**config.mk**
```make
export PLATFORM = sky130hd
export DESIGN_NAME = engine_filter_cond
export DESIGN_NICKNAME = d
export VERILOG_FILES = /design/src/hw/filter_cond_pkg.sv /design/src/hw/engine_filter_cond.sv /design/src/hw/filter_cond_config_loader.sv /design/src/hw/filter_cond_evaluator.sv /design/src/hw/lane_backpressure_select.sv /design/src/hw/packet_fifo.sv
export VERILOG_INCLUDE_DIRS = /design/src /design/src/hw
export SDC_FILE = /design/constraint.sdc
export NUM_CORES = 1
export LEC_CHECK = 0
export BUFFER_PORTS_ARGS = -buffer_cell sky130_fd_sc_hd__buf_2
export CAP_MARGIN = 20
export CORE_ASPECT_RATIO = 1.4
export CORE_MARGIN = 2
export CORE_UTILIZATION = 45
export CTS_CLUSTER_SIZE = 28
export DETAILED_ROUTE_END_ITERATION = 12
export GPL_TIMING_DRIVEN = 0
export SETUP_SLACK_MARGIN = 0.2
export SLEW_MARGIN = 20
export SYNTH_ARGS = -nofsm -noshare
export SYNTH_HDL_FRONTEND = slang
export SYNTH_SLANG_ARGS = --single-unit
```
**constraint.sdc**
```tcl
create_clock -name ap_clk -period 9.15 [get_ports ap_clk]
set_clock_uncertainty 0.15 [all_clocks]
set_input_delay 0.915 -clock ap_clk [delete_from_list [all_inputs] [get_ports ap_clk]]
set_output_delay 0.915 -clock ap_clk [all_outputs]
set_load 0.01 [all_outputs]
```
**src/hw/filter_cond_macros.svh**
```systemverilog
// Widths, queue depths, lane count and configuration word count for the filter engine
`ifndef FILTER_COND_MACROS_SVH
`define FILTER_COND_MACROS_SVH

// --------------------------------------------------
// Packet fields
// --------------------------------------------------
// Vertex id and data word
`define FC_VERTEX_W 16
`define FC_DATA_W 32

// Descriptor packet count
`define FC_COUNT_W 16

// --------------------------------------------------
// Downstream lanes
// --------------------------------------------------
`define FC_NUM_LANES 4
`define FC_LANE_W 2

// --------------------------------------------------
// Queues and configuration
// --------------------------------------------------
`define FC_FIFO_DEPTH 8
// Free slots held back for the input register and the registered ready level
`define FC_FIFO_SLACK 3
// Operator, threshold, lane
`define FC_CFG_WORDS 3

`endif

```
**src/hw/filter_cond_pkg.sv**
```systemverilog
// Packet, descriptor, configuration and operator types for the filter engine
`default_nettype none

`include "filter_cond_macros.svh"

package filter_cond_pkg;

    // --------------------------------------------------
    // Comparison operator, unsigned compare
    // --------------------------------------------------
    typedef enum logic [2:0] {
        eq = 3'd0,
        ne = 3'd1,
        lt = 3'd2,
        gt = 3'd3,
        le = 3'd4,
        ge = 3'd5
    } cond_op_e;

    // Vertex id plus data word
    typedef struct packed {
        logic [`FC_VERTEX_W-1:0] vertex_id;
        logic [`FC_DATA_W-1:0]   data;
    } packet_payload_t;

    // Engine responses and both request outputs
    typedef struct packed {
        logic            valid;
        packet_payload_t payload;
    } memory_packet_t;

    // Memory response carrying one configuration word
    typedef struct packed {
        logic                 valid;
        logic [1:0]           index;
        logic [`FC_DATA_W-1:0] data;
    } config_word_t;

    // Number of engine responses to expect
    typedef struct packed {
        logic                   valid;
        logic [`FC_COUNT_W-1:0] count;
    } kernel_descriptor_t;

    // Assembled configuration
    typedef struct packed {
        cond_op_e              op;
        logic [`FC_DATA_W-1:0] threshold;
        logic [`FC_LANE_W-1:0] lane;
    } filter_cond_config_t;

endpackage : filter_cond_pkg

`default_nettype wire

```
**src/hw/engine_filter_cond.sv**
```systemverilog
// Filter-condition engine top level with I/O registers, queues and submodules
`timescale 1ns/1ns
`default_nettype none

`include "filter_cond_macros.svh"

module engine_filter_cond (
    input  logic                               ap_clk,
    input  logic                               areset_filter_cond_engine,
    input  filter_cond_pkg::kernel_descriptor_t descriptor_in,
    input  filter_cond_pkg::config_word_t       config_word_in,
    input  filter_cond_pkg::memory_packet_t     response_engine_in,
    output logic                               response_engine_ready,
    input  logic [`FC_NUM_LANES-1:0]            lane_ready,
    input  logic                               request_control_ready,
    output filter_cond_pkg::memory_packet_t     request_engine_out,
    output filter_cond_pkg::memory_packet_t     request_control_out,
    output logic                               config_loaded,
    output logic                               done
);

    import filter_cond_pkg::*;

    // Registered inputs
    kernel_descriptor_t       descriptor_reg;
    config_word_t             config_word_reg;
    memory_packet_t           response_engine_reg;
    logic [`FC_NUM_LANES-1:0] lane_ready_reg;
    logic                     request_control_ready_reg;

    filter_cond_config_t cfg;
    packet_payload_t     in_pop_data;
    packet_payload_t     eval_out_data;
    packet_payload_t     pass_pop_data;
    packet_payload_t     fail_pop_data;

    // Queue controls
    logic in_empty;
    logic in_nearly_full;
    logic in_pop;
    logic pass_empty;
    logic pass_nearly_full;
    logic pass_push;
    logic pass_pop;
    logic fail_empty;
    logic fail_nearly_full;
    logic fail_push;
    logic fail_pop;

    logic lane_ready_sel;
    logic count_reached;
    logic done_next;

    // --------------------------------------------------
    // Input register stage
    // --------------------------------------------------
    always_ff @(posedge ap_clk) begin
        if (areset_filter_cond_engine) begin
            descriptor_reg.valid      <= 1'b0;
            config_word_reg.valid     <= 1'b0;
            response_engine_reg.valid <= 1'b0;
            lane_ready_reg            <= '0;
            request_control_ready_reg <= 1'b0;
        end else begin
            descriptor_reg.valid      <= descriptor_in.valid;
            config_word_reg.valid     <= config_word_in.valid;
            response_engine_reg.valid <= response_engine_in.valid;
            lane_ready_reg            <= lane_ready;
            request_control_ready_reg <= request_control_ready;
        end
    end

    // Payload fields carry no reset
    always_ff @(posedge ap_clk) begin
        descriptor_reg.count        <= descriptor_in.count;
        config_word_reg.index       <= config_word_in.index;
        config_word_reg.data        <= config_word_in.data;
        response_engine_reg.payload <= response_engine_in.payload;
    end

    // --------------------------------------------------
    // Configuration and lane back-pressure
    // --------------------------------------------------
    filter_cond_config_loader u_config_loader (
        .ap_clk                    (ap_clk),
        .areset_filter_cond_engine (areset_filter_cond_engine),
        .config_word_in            (config_word_reg),
        .config_out                (cfg),
        .config_loaded             (config_loaded)
    );

    lane_backpressure_select u_lane_select (
        .ap_clk                    (ap_clk),
        .areset_filter_cond_engine (areset_filter_cond_engine),
        .lane_ready                (lane_ready_reg),
        .lane_sel                  (cfg.lane),
        .config_loaded             (config_loaded),
        .lane_ready_sel            (lane_ready_sel)
    );

    // --------------------------------------------------
    // Input queue and evaluator
    // --------------------------------------------------
    packet_fifo #(
        .payload_t (packet_payload_t),
        .DEPTH     (`FC_FIFO_DEPTH)
    ) u_in_fifo (
        .ap_clk                    (ap_clk),
        .areset_filter_cond_engine (areset_filter_cond_engine),
        .push                      (response_engine_reg.valid),
        .push_data                 (response_engine_reg.payload),
        .pop                       (in_pop),
        .pop_data                  (in_pop_data),
        .empty                     (in_empty),
        .nearly_full               (in_nearly_full)
    );

    filter_cond_evaluator u_evaluator (
        .ap_clk                    (ap_clk),
        .areset_filter_cond_engine (areset_filter_cond_engine),
        .descriptor_in             (descriptor_reg),
        .config_in                 (cfg),
        .config_loaded             (config_loaded),
        .in_data                   (in_pop_data),
        .in_empty                  (in_empty),
        .in_pop                    (in_pop),
        .pass_full                 (pass_nearly_full),
        .fail_full                 (fail_nearly_full),
        .pass_push                 (pass_push),
        .fail_push                 (fail_push),
        .out_data                  (eval_out_data),
        .count_reached             (count_reached)
    );

    // --------------------------------------------------
    // Output queues, engine then control
    // --------------------------------------------------
    packet_fifo #(
        .payload_t (packet_payload_t),
        .DEPTH     (`FC_FIFO_DEPTH)
    ) u_pass_fifo (
        .ap_clk                    (ap_clk),
        .areset_filter_cond_engine (areset_filter_cond_engine),
        .push                      (pass_push),
        .push_data                 (eval_out_data),
        .pop                       (pass_pop),
        .pop_data                  (pass_pop_data),
        .empty                     (pass_empty),
        .nearly_full               (pass_nearly_full)
    );

    packet_fifo #(
        .payload_t (packet_payload_t),
        .DEPTH     (`FC_FIFO_DEPTH)
    ) u_fail_fifo (
        .ap_clk                    (ap_clk),
        .areset_filter_cond_engine (areset_filter_cond_engine),
        .push                      (fail_push),
        .push_data                 (eval_out_data),
        .pop                       (fail_pop),
        .pop_data                  (fail_pop_data),
        .empty                     (fail_empty),
        .nearly_full               (fail_nearly_full)
    );

    // Drain on downstream ready levels
    assign pass_pop  = !pass_empty && lane_ready_sel;
    assign fail_pop  = !fail_empty && request_control_ready_reg;
    // Counted work finished and nothing left queued
    assign done_next = count_reached && in_empty && pass_empty && fail_empty;

    // --------------------------------------------------
    // Output register stage
    // --------------------------------------------------
    always_ff @(posedge ap_clk) begin
        if (areset_filter_cond_engine) begin
            request_engine_out.valid  <= 1'b0;
            request_control_out.valid <= 1'b0;
            response_engine_ready     <= 1'b1;
            done                      <= 1'b0;
        end else begin
            request_engine_out.valid  <= pass_pop;
            request_control_out.valid <= fail_pop;
            response_engine_ready     <= !in_nearly_full;
            // Sticky until reset
            done                      <= done | done_next;
        end
    end

    always_ff @(posedge ap_clk) begin
        request_engine_out.payload  <= pass_pop_data;
        request_control_out.payload <= fail_pop_data;
    end

endmodule : engine_filter_cond

`default_nettype wire

```
**src/hw/filter_cond_config_loader.sv**
```systemverilog
// Configuration loader that gathers operator, threshold and lane words into one register
`timescale 1ns/1ns
`default_nettype none

`include "filter_cond_macros.svh"

module filter_cond_config_loader (
    input  logic                               ap_clk,
    input  logic                               areset_filter_cond_engine,
    input  filter_cond_pkg::config_word_t       config_word_in,
    output filter_cond_pkg::filter_cond_config_t config_out,
    output logic                               config_loaded
);

    import filter_cond_pkg::*;

    // One seen bit per configuration field
    logic [`FC_CFG_WORDS-1:0] seen;
    logic [`FC_CFG_WORDS-1:0] word_hit;
    logic [`FC_CFG_WORDS-1:0] seen_next;

    // --------------------------------------------------
    // Index decode
    // --------------------------------------------------
    always_comb begin
        word_hit = '0;
        // Frozen once loaded, later words dropped
        if (config_word_in.valid && !config_loaded) begin
            word_hit[config_word_in.index] = 1'b1;
        end
    end

    assign seen_next = seen | word_hit;

    always_ff @(posedge ap_clk) begin
        if (areset_filter_cond_engine) begin
            seen          <= '0;
            config_loaded <= 1'b0;
        end else begin
            seen          <= seen_next;
            // Loaded the cycle after the last missing field lands
            config_loaded <= &seen_next;
        end
    end

    // --------------------------------------------------
    // Field capture
    // --------------------------------------------------
    always_ff @(posedge ap_clk) begin
        // Index 0 holds the operator
        if (word_hit[0]) begin
            config_out.op <= cond_op_e'(config_word_in.data[2:0]);
        end
        // Index 1 holds the threshold
        if (word_hit[1]) begin
            config_out.threshold <= config_word_in.data;
        end
        // Index 2 holds the destination lane
        if (word_hit[2]) begin
            config_out.lane <= config_word_in.data[`FC_LANE_W-1:0];
        end
    end

    // Index must address a real field
    a_index_range : assert property (@(posedge ap_clk) disable iff (areset_filter_cond_engine)
        config_word_in.valid |-> (config_word_in.index < `FC_CFG_WORDS));

endmodule : filter_cond_config_loader

`default_nettype wire

```
**src/hw/filter_cond_evaluator.sv**
```systemverilog
// Filter evaluator that compares queued packets, steers them to engine or control, and counts
`timescale 1ns/1ns
`default_nettype none

`include "filter_cond_macros.svh"

module filter_cond_evaluator (
    input  logic                                ap_clk,
    input  logic                                areset_filter_cond_engine,
    input  filter_cond_pkg::kernel_descriptor_t  descriptor_in,
    input  filter_cond_pkg::filter_cond_config_t config_in,
    input  logic                                config_loaded,
    input  filter_cond_pkg::packet_payload_t     in_data,
    input  logic                                in_empty,
    output logic                                in_pop,
    input  logic                                pass_full,
    input  logic                                fail_full,
    output logic                                pass_push,
    output logic                                fail_push,
    output filter_cond_pkg::packet_payload_t     out_data,
    output logic                                count_reached
);

    import filter_cond_pkg::*;

    logic                   cond_pass;
    logic [`FC_COUNT_W-1:0] expected_count;
    logic [`FC_COUNT_W-1:0] processed_count;

    // --------------------------------------------------
    // Condition
    // --------------------------------------------------
    always_comb begin
        case (config_in.op)
            eq:      cond_pass = (in_data.data == config_in.threshold);
            ne:      cond_pass = (in_data.data != config_in.threshold);
            lt:      cond_pass = (in_data.data <  config_in.threshold);
            gt:      cond_pass = (in_data.data >  config_in.threshold);
            le:      cond_pass = (in_data.data <= config_in.threshold);
            ge:      cond_pass = (in_data.data >= config_in.threshold);
            // Unknown encodings fail everything
            default: cond_pass = 1'b0;
        endcase
    end

    // Pop only with room in both outputs
    assign in_pop    = config_loaded && !in_empty && !pass_full && !fail_full;
    assign pass_push = in_pop && cond_pass;
    assign fail_push = in_pop && !cond_pass;
    // Packet leaves unchanged
    assign out_data  = in_data;

    // --------------------------------------------------
    // Completion count
    // --------------------------------------------------
    always_ff @(posedge ap_clk) begin
        if (areset_filter_cond_engine) begin
            expected_count  <= '0;
            processed_count <= '0;
        end else begin
            if (descriptor_in.valid) begin
                expected_count <= descriptor_in.count;
            end
            if (in_pop) begin
                processed_count <= processed_count + 1'b1;
            end
        end
    end

    // Zero count never completes
    assign count_reached = (expected_count != '0) && (processed_count == expected_count);

    // No more packets popped than the descriptor announced
    a_count_bound : assert property (@(posedge ap_clk) disable iff (areset_filter_cond_engine)
        (in_pop && (expected_count != '0)) |-> (processed_count < expected_count));

endmodule : filter_cond_evaluator

`default_nettype wire

```
**src/hw/lane_backpressure_select.sv**
```systemverilog
// Ready-level selector for the configured downstream lane, registered
`timescale 1ns/1ns
`default_nettype none

`include "filter_cond_macros.svh"

module lane_backpressure_select (
    input  logic                    ap_clk,
    input  logic                    areset_filter_cond_engine,
    input  logic [`FC_NUM_LANES-1:0] lane_ready,
    input  logic [`FC_LANE_W-1:0]    lane_sel,
    input  logic                    config_loaded,
    output logic                    lane_ready_sel
);

    // --------------------------------------------------
    // Lane ready mux
    // --------------------------------------------------
    always_ff @(posedge ap_clk) begin
        if (areset_filter_cond_engine) begin
            lane_ready_sel <= 1'b0;
        end else begin
            // Lane index is meaningless until configured
            lane_ready_sel <= config_loaded & lane_ready[lane_sel];
        end
    end

endmodule : lane_backpressure_select

`default_nettype wire

```
**src/hw/packet_fifo.sv**
```systemverilog
// Synchronous circular-buffer FIFO with a type-parameter payload and a nearly-full flag
`timescale 1ns/1ns
`default_nettype none

`include "filter_cond_macros.svh"

module packet_fifo #(
    parameter type payload_t = logic,
    parameter int  DEPTH     = `FC_FIFO_DEPTH
) (
    input  logic     ap_clk,
    input  logic     areset_filter_cond_engine,
    input  logic     push,
    input  payload_t push_data,
    input  logic     pop,
    output payload_t pop_data,
    output logic     empty,
    output logic     nearly_full
);

    localparam int PTR_W = (DEPTH > 1) ? $clog2(DEPTH) : 1;
    localparam int CNT_W = $clog2(DEPTH + 1);

    // Storage, no reset needed on payload
    payload_t mem [DEPTH];

    logic [PTR_W-1:0] wr_ptr;
    logic [PTR_W-1:0] rd_ptr;
    logic [CNT_W-1:0] count;
    logic [CNT_W-1:0] free_slots;

    // --------------------------------------------------
    // Pointers and occupancy
    // --------------------------------------------------
    always_ff @(posedge ap_clk) begin
        if (areset_filter_cond_engine) begin
            wr_ptr <= '0;
            rd_ptr <= '0;
            count  <= '0;
        end else begin
            // Wrap explicitly so any depth works
            if (push) begin
                wr_ptr <= (wr_ptr == PTR_W'(DEPTH - 1)) ? '0 : wr_ptr + 1'b1;
            end
            if (pop) begin
                rd_ptr <= (rd_ptr == PTR_W'(DEPTH - 1)) ? '0 : rd_ptr + 1'b1;
            end
            case ({push, pop})
                2'b10:   count <= count + 1'b1;
                2'b01:   count <= count - 1'b1;
                default: count <= count;
            endcase
        end
    end

    always_ff @(posedge ap_clk) begin
        if (push) begin
            mem[wr_ptr] <= push_data;
        end
    end

    // Show-ahead read of the head entry
    assign pop_data    = mem[rd_ptr];
    assign free_slots  = CNT_W'(DEPTH) - count;
    assign empty       = (count == '0);
    // Flag early so writes already in flight still fit
    assign nearly_full = (free_slots <= CNT_W'(`FC_FIFO_SLACK));

    // --------------------------------------------------
    // Checks
    // --------------------------------------------------
    a_no_overflow : assert property (@(posedge ap_clk) disable iff (areset_filter_cond_engine)
        push |-> (free_slots != '0));

    a_no_underflow : assert property (@(posedge ap_clk) disable iff (areset_filter_cond_engine)
        pop |-> !empty);

endmodule : packet_fifo

`default_nettype wire

```
After elaboration in Yosys (flattened, before gate mapping)
Memory sizes are Yosys's and may differ from the RTL's. A register that Yosys moved wholly into a read port is not among the register bits.
Cells that the tools add are included.
{"block": "classes", "shift": 0, "addsub": 16, "n_reduce_logical": 30, "eq_ne": 20, "mux": 23, "div_mod_pow": 0, "multipliers": 0, "order_cmp": 10, "bitwise_logic": 3}
{"operator": "equality test 32 bit", "count": 1}
{"operator": ">= comparator 32 bit", "count": 1}
{"operator": "greater-than comparator 32 bit", "count": 1}
{"operator": "less-or-equal comparator 32 bit", "count": 1}
{"operator": "< comparator 32 bit", "count": 1}
{"operator": "inequality test 32 bit", "count": 1}
{"operator": "two-way mux 3 bit", "count": 9}
{"operator": "equality test 3 bit, second input constant", "count": 8}
{"operator": "case mux 4 bit (2 select lines)", "count": 3}
{"operator": "adder 3 x 1 -> 3 bit, second input constant", "count": 6}
{"operator": "adder 16 x 1 -> 16 bit, second input constant", "count": 1}
{"operator": "equality test 16 bit", "count": 1}
{"operator": "nonzero test 16 bit", "count": 1}
{"operator": "logical AND 1 bit", "count": 13}
{"operator": "adder 4 x 1 -> 4 bit, second input constant", "count": 3}
{"operator": "less-or-equal comparator 4 x 2 -> 1 bit, second input constant", "count": 3}
{"operator": "logical NOT 4 bit", "count": 3}
{"operator": "subtractor 4 x 1 -> 4 bit, second input constant", "count": 3}
{"operator": "subtractor 4 bit, first input constant", "count": 3}
{"operator": "logical NOT 1 bit", "count": 8}
{"operator": "two-way mux 1 bit", "count": 8}
{"operator": "equality test 2 x 1 -> 1 bit, second input constant", "count": 3}
{"operator": "equality test 2 bit, second input constant", "count": 3}
{"operator": "equality test 3 x 2 -> 1 bit, second input constant", "count": 2}
{"operator": "12 further kinds", "count": 15}
{"block": "word_totals", "mem_count": 3, "latch_bits": 0, "romBits": 0, "ff_bits": 214, "out_inout_bits": 101, "inputBits": 108, "ram_bits": 1152}
{"name": "u_fail_fifo.mem", "words": 8, "width": 48, "read_ports": 1, "rd_clocked_by_memory_dff": 1, "write_ports": 1, "line_no": "packet_fifo.sv:25", "rtl": "payload_t mem [DEPTH];"}
{"name": "u_in_fifo.mem", "words": 8, "width": 48, "read_ports": 1, "rd_clocked_by_memory_dff": 1, "write_ports": 1, "line_no": "packet_fifo.sv:25"}
{"name": "u_pass_fifo.mem", "words": 8, "width": 48, "read_ports": 1, "rd_clocked_by_memory_dff": 1, "write_ports": 1, "line_no": "packet_fifo.sv:25"}

Longest topological paths before layout
{"block": "logic_depth", "word_depth": 8, "ltp_mapped": 22}

Hierarchy
Synthesis repeated with hierarchy kept, for this count alone.
{"block": "unflattened", "cells_unflattened": 2503, "hier_area_um2": 54145.7}
{"module": "packet_fifo at u_in_fifo ...", "area_per_inst_um2": 15263.4, "seq_area_each_um2": 11791.3, "n_inst": 2, "cells_each": 630}
{"module": "packet_fifo at u_fail_fifo", "area_per_inst_um2": 15264.6, "seq_area_each_um2": 11791.3, "n_inst": 1, "cells_each": 630}
{"module": "engine_filter_cond", "area_per_inst_um2": 4230.3, "seq_area_each_um2": 4124.0, "n_inst": 1, "cells_each": 222}
{"module": "filter_cond_evaluator", "area_per_inst_um2": 2786.4, "seq_area_each_um2": 640.6, "n_inst": 1, "cells_each": 335}
{"module": "filter_cond_config_loader", "area_per_inst_um2": 1286.2, "seq_area_each_um2": 1191.1, "n_inst": 1, "cells_each": 53}
{"module": "lane_backpressure_select", "area_per_inst_um2": 51.3, "seq_area_each_um2": 20.0, "n_inst": 1, "cells_each": 3}

Worst setup path before layout
Ideal clock, no wire load.
{"block": "synth_timing", "path_type": "register -> register", "from": "register with a tool-made name", "to": "memory u_fail_fifo.mem[1][0] in the netlist's numbering, enable pin", "synth_period_minus_slack_ns": 9.583, "stages_incl_launch_ff": 15, "required_ns": 8.410, "path_buffers": 3, "arrival_ns": 8.842, "path_slack_ns": -0.433, "cell_sequence": "dfxtp_1 clkbuf_1 clkbuf_1 buf_2 mux4_2 mux2_2 ha_1 a21oi_1 nor2_1 a211o_1 o41a_1 o21a_1 o311ai_2 o21ai_2 nor4b_1"}
{"item": "to (decl)", "line_no": "packet_fifo.sv:25"}

==> impl_metrics.ini <==
[outcome]
run_status = complete, no violations

[detailed_routing]
drtAntennaViolNets = 0
vias_per_cell = 5.452
drt_iter0_drc = 1918
wl_per_cell_um = 25.90
num_vias = 24683
drc = 0
drt_pass1_iterations = 5
wirelength_um = 117300

[yosys]
synth_seq_cells = 1465
synth_compound_area_share_pct = 0.7321
synth_nets = 2614
yosysTopAreaCell = edfxtp_1
synth_most_common_cell = edfxtp_1
synth_common_cells = edfxtp_1 (1189), mux4_2 (288), dfxtp_1 (276), mux2_2 (143), nor2_1 (81)
yosysTopAreaCellShare_pct = 67.61
ys_seq_area_share_pct = 78.07
ys_warn_count = 0
synth_area_sq_mm = 0.05281
synth_edf_count = 1189
yosysUniqueCellTypes = 54
syn_avg_cell_area_sq_um = 21.56
synth-simple-area-share_pct = 2.090
synth_top_family_by_area = multiplexers
synthAdderAreaFrac_pct = 1.393
synth_area_leaders = edfxtp_1 (68%), mux4_2 (12%), dfxtp_1 (10%)
muxShareOfSynthArea_pct = 15.94
synth-main-ff-cell = edfxtp_1
async_reset_ff_share_pct = 0
synthXorXnorAreaFrac_pct = 0.6634
syn_inst = 2449

[clocking]
cts_setup_buffers = 0
clockBufferDepth = 3
clk_latency_ns = 0.76
cts_resized = 0
cts_num_sinks = 1465
root_buffer = clkbuf_16
holdBufCountCts = 0
htree_levels = 4
tritoncts = yes
numCtsBuffers = 139
clkTransAtPathRegs_ns = 0.07

[worst_setup_path]
critical_path_arrival_ns = 8.75
critPathCaptureType = flip-flop
reg2reg_to = u_fail_fifo.mem[0][15]
cp.required_ns = 9.45
path_class = reg -> reg
ff2ff_path_depth = 21
reg2reg_slack_ns = 0.70
cp_max_fo = 17
startpoint_type = flip-flop

[pwr]
p_clk_share_pct = 43.8
power.leakage_nw = 20.44
p_total_mw = 13.27
pwr_density_cell_mw_per_mm2 = 214.7
power_frac_seq_pct = 54.9
worst_ir_drop_vdd_v = 0.0001808
p_sw_mw = 2.609
p_int_mw = 10.66
swShare_pct = 19.66
power_frac_comb_pct = 1.4

[timing]
fin_crit_ns = 8.454
fin_ws_ns = 0.6961
finalHoldViolCount = 0
rsz0062_at_grt = false
worstMarginPinSlew_ns = 1.098
fmax_mhz = 118.3
tns_ns = 0
slew_headroom_pct = 26.04
period_share_pct = 92.39
setup_viol = 0
slew_viol_final = 0

[global_routing]
track_usage_pct = 19.85
grt_pass1_vias = 26619
grt_max_degree = 33
grt_pass1_wl_um = 172300
overflow = 0
grt_antenna_before_repair = 6

[floorplan]
rows = 148
start_util_pct = 45.41
fp.dieW_um = 293.5
die_y_um = 409.3
core_sq_mm = 0.1163
dieArea_sq_mm = 0.1202
ios = 209

[min_path]
min_to = config_word_reg[5]
min_delay_path_depth = 1
min-delay-start = config_word_in[5]
hold_path.class = in -> reg

[placed_design]
dp_hpwl_um = 80010
post-place-ws_ns = 0.5364
port_buffers = 208
gp_congestion = 0.8097

[finish]
drive_gt1_share_pct = 33.64
top_regs = u_fail_fifo.mem (384), u_in_fifo.mem (384), u_pass_fifo.mem (384)
nets = 3075
area_growth_pct = 17.04

[run]
cap_violations = 0
## per-layer routing
metal	track usage, %	vias up	share of wire, %
li1	-	10797	-
met2	35.34	677	53
met1	24.44	13002	39
met3	3.255	207	4.9
met4	6.958	0	3.0
met5	0	-	0
## layout by cell type (no fill, tap or decap), types with 30 or more instances in the layout
| master | count |
|---|---|
| buf_2 | 242 |
| inv_1 | 51 |
| mux2_2 | 143 |
| xor2_1 | 30 |
| clkbuf_16 | 147 |
| dfxtp_1 | 276 |
| ha_1 | 54 |
| edfxtp_1 | 1189 |
| a21oi_1 | 33 |
| mux2i_1 | 30 |
| nor2_1 | 75 |
| clkbuf_1 | 91 |
| buf_4 | 44 |
| mux4_2 | 288 |
## cells by family after synthesis
kind of cell	count (synthesis)
flip-flops	1465
multiplexers	463
AND/OR/NAND/NOR	211
buffers and inverters	149
AO/OA/AOI/OAI	64
adder cells (fa/ha/maj)	57
XOR/XNOR	40
## worst max-delay path, cell delays in order (launching register included)
cell and delay [ns]:
dfxtp_1 0.32, clkbuf_1 0.36, clkbuf_1 0.68, buf_2 0.52
mux4_2 0.54, mux2_2 0.44, ha_1 0.38, nand4_1 0.18
nor4_1 0.89, a21boi_2 0.37, o41a_1 0.45, nor3_1 0.12
o311ai_2 0.42, o21ai_2 0.16, buf_6 0.19, nor4_2 0.61
buf_4 0.29, buf_2 0.20, buf_2 0.24, buf_2 0.24
buf_6 0.15, buf_2 0.20
## cell type report
cell class | count | area, sq um
Inverter | 51 | 191.4
Clock inverter | 67 | 674.4
Fill cell | 8994 | 54490
Timing Repair Buffer | 320 | 2297
Sequential cell | 1465 | 41230
Tap cell | 1500 | 1877
Buffer | 98 | 400.4
Antenna cell | 1 | 2.502
Clock buffer | 190 | 3990
Multi-Input combinational cell | 835 | 11140
## power by group through the flow
stage               logic, mW  registers, mW  clock network (mW)
detailed placement      0.180           7.42                   0
global route            0.197           7.28                6.19
finish                  0.179           7.28                5.81
CTS                     0.181           7.28                5.94
global placement        0.165           7.42                   0
floorplan              0.0906           7.40                   0
## worst max path at each step
stage	slack, ns	cells after the start	startpoint	endpoint
floorplan	-0.14	15	flip-flop	u_fail_fifo.mem[0][0]
global placement	-7.42	15	flip-flop	u_fail_fifo.mem[6][12]
detailed placement	0.54	21	flip-flop	u_fail_fifo.mem[0][13]
CTS	0.52	21	flip-flop	u_fail_fifo.mem[0][15]
global route	0.33	21	flip-flop	u_fail_fifo.mem[0][15]
finish	0.70	21	flip-flop	u_fail_fifo.mem[0][15]
## metrics by stage
| step | cells | hold WS [ns] | utilization (%) | cell area, sq um |
|---|---|---|---|---|
| floorplan | 2449 | 0.2355 | - | 52820 |
| global placement | 4157 | 0.2376 | 47.93 | 55730 |
| detailed placement | 4269 | 0.2387 | 49.13 | 57130 |
| CTS | 4526 | 0.04352 | 53.14 | 61800 |
| global route | 4526 | 0.06902 | 53.14 | 61800 |
| finish | 4527 | 0.09934 | 53.15 | 61810 |
Note: power is estimated with default switching activity, not from simulation.
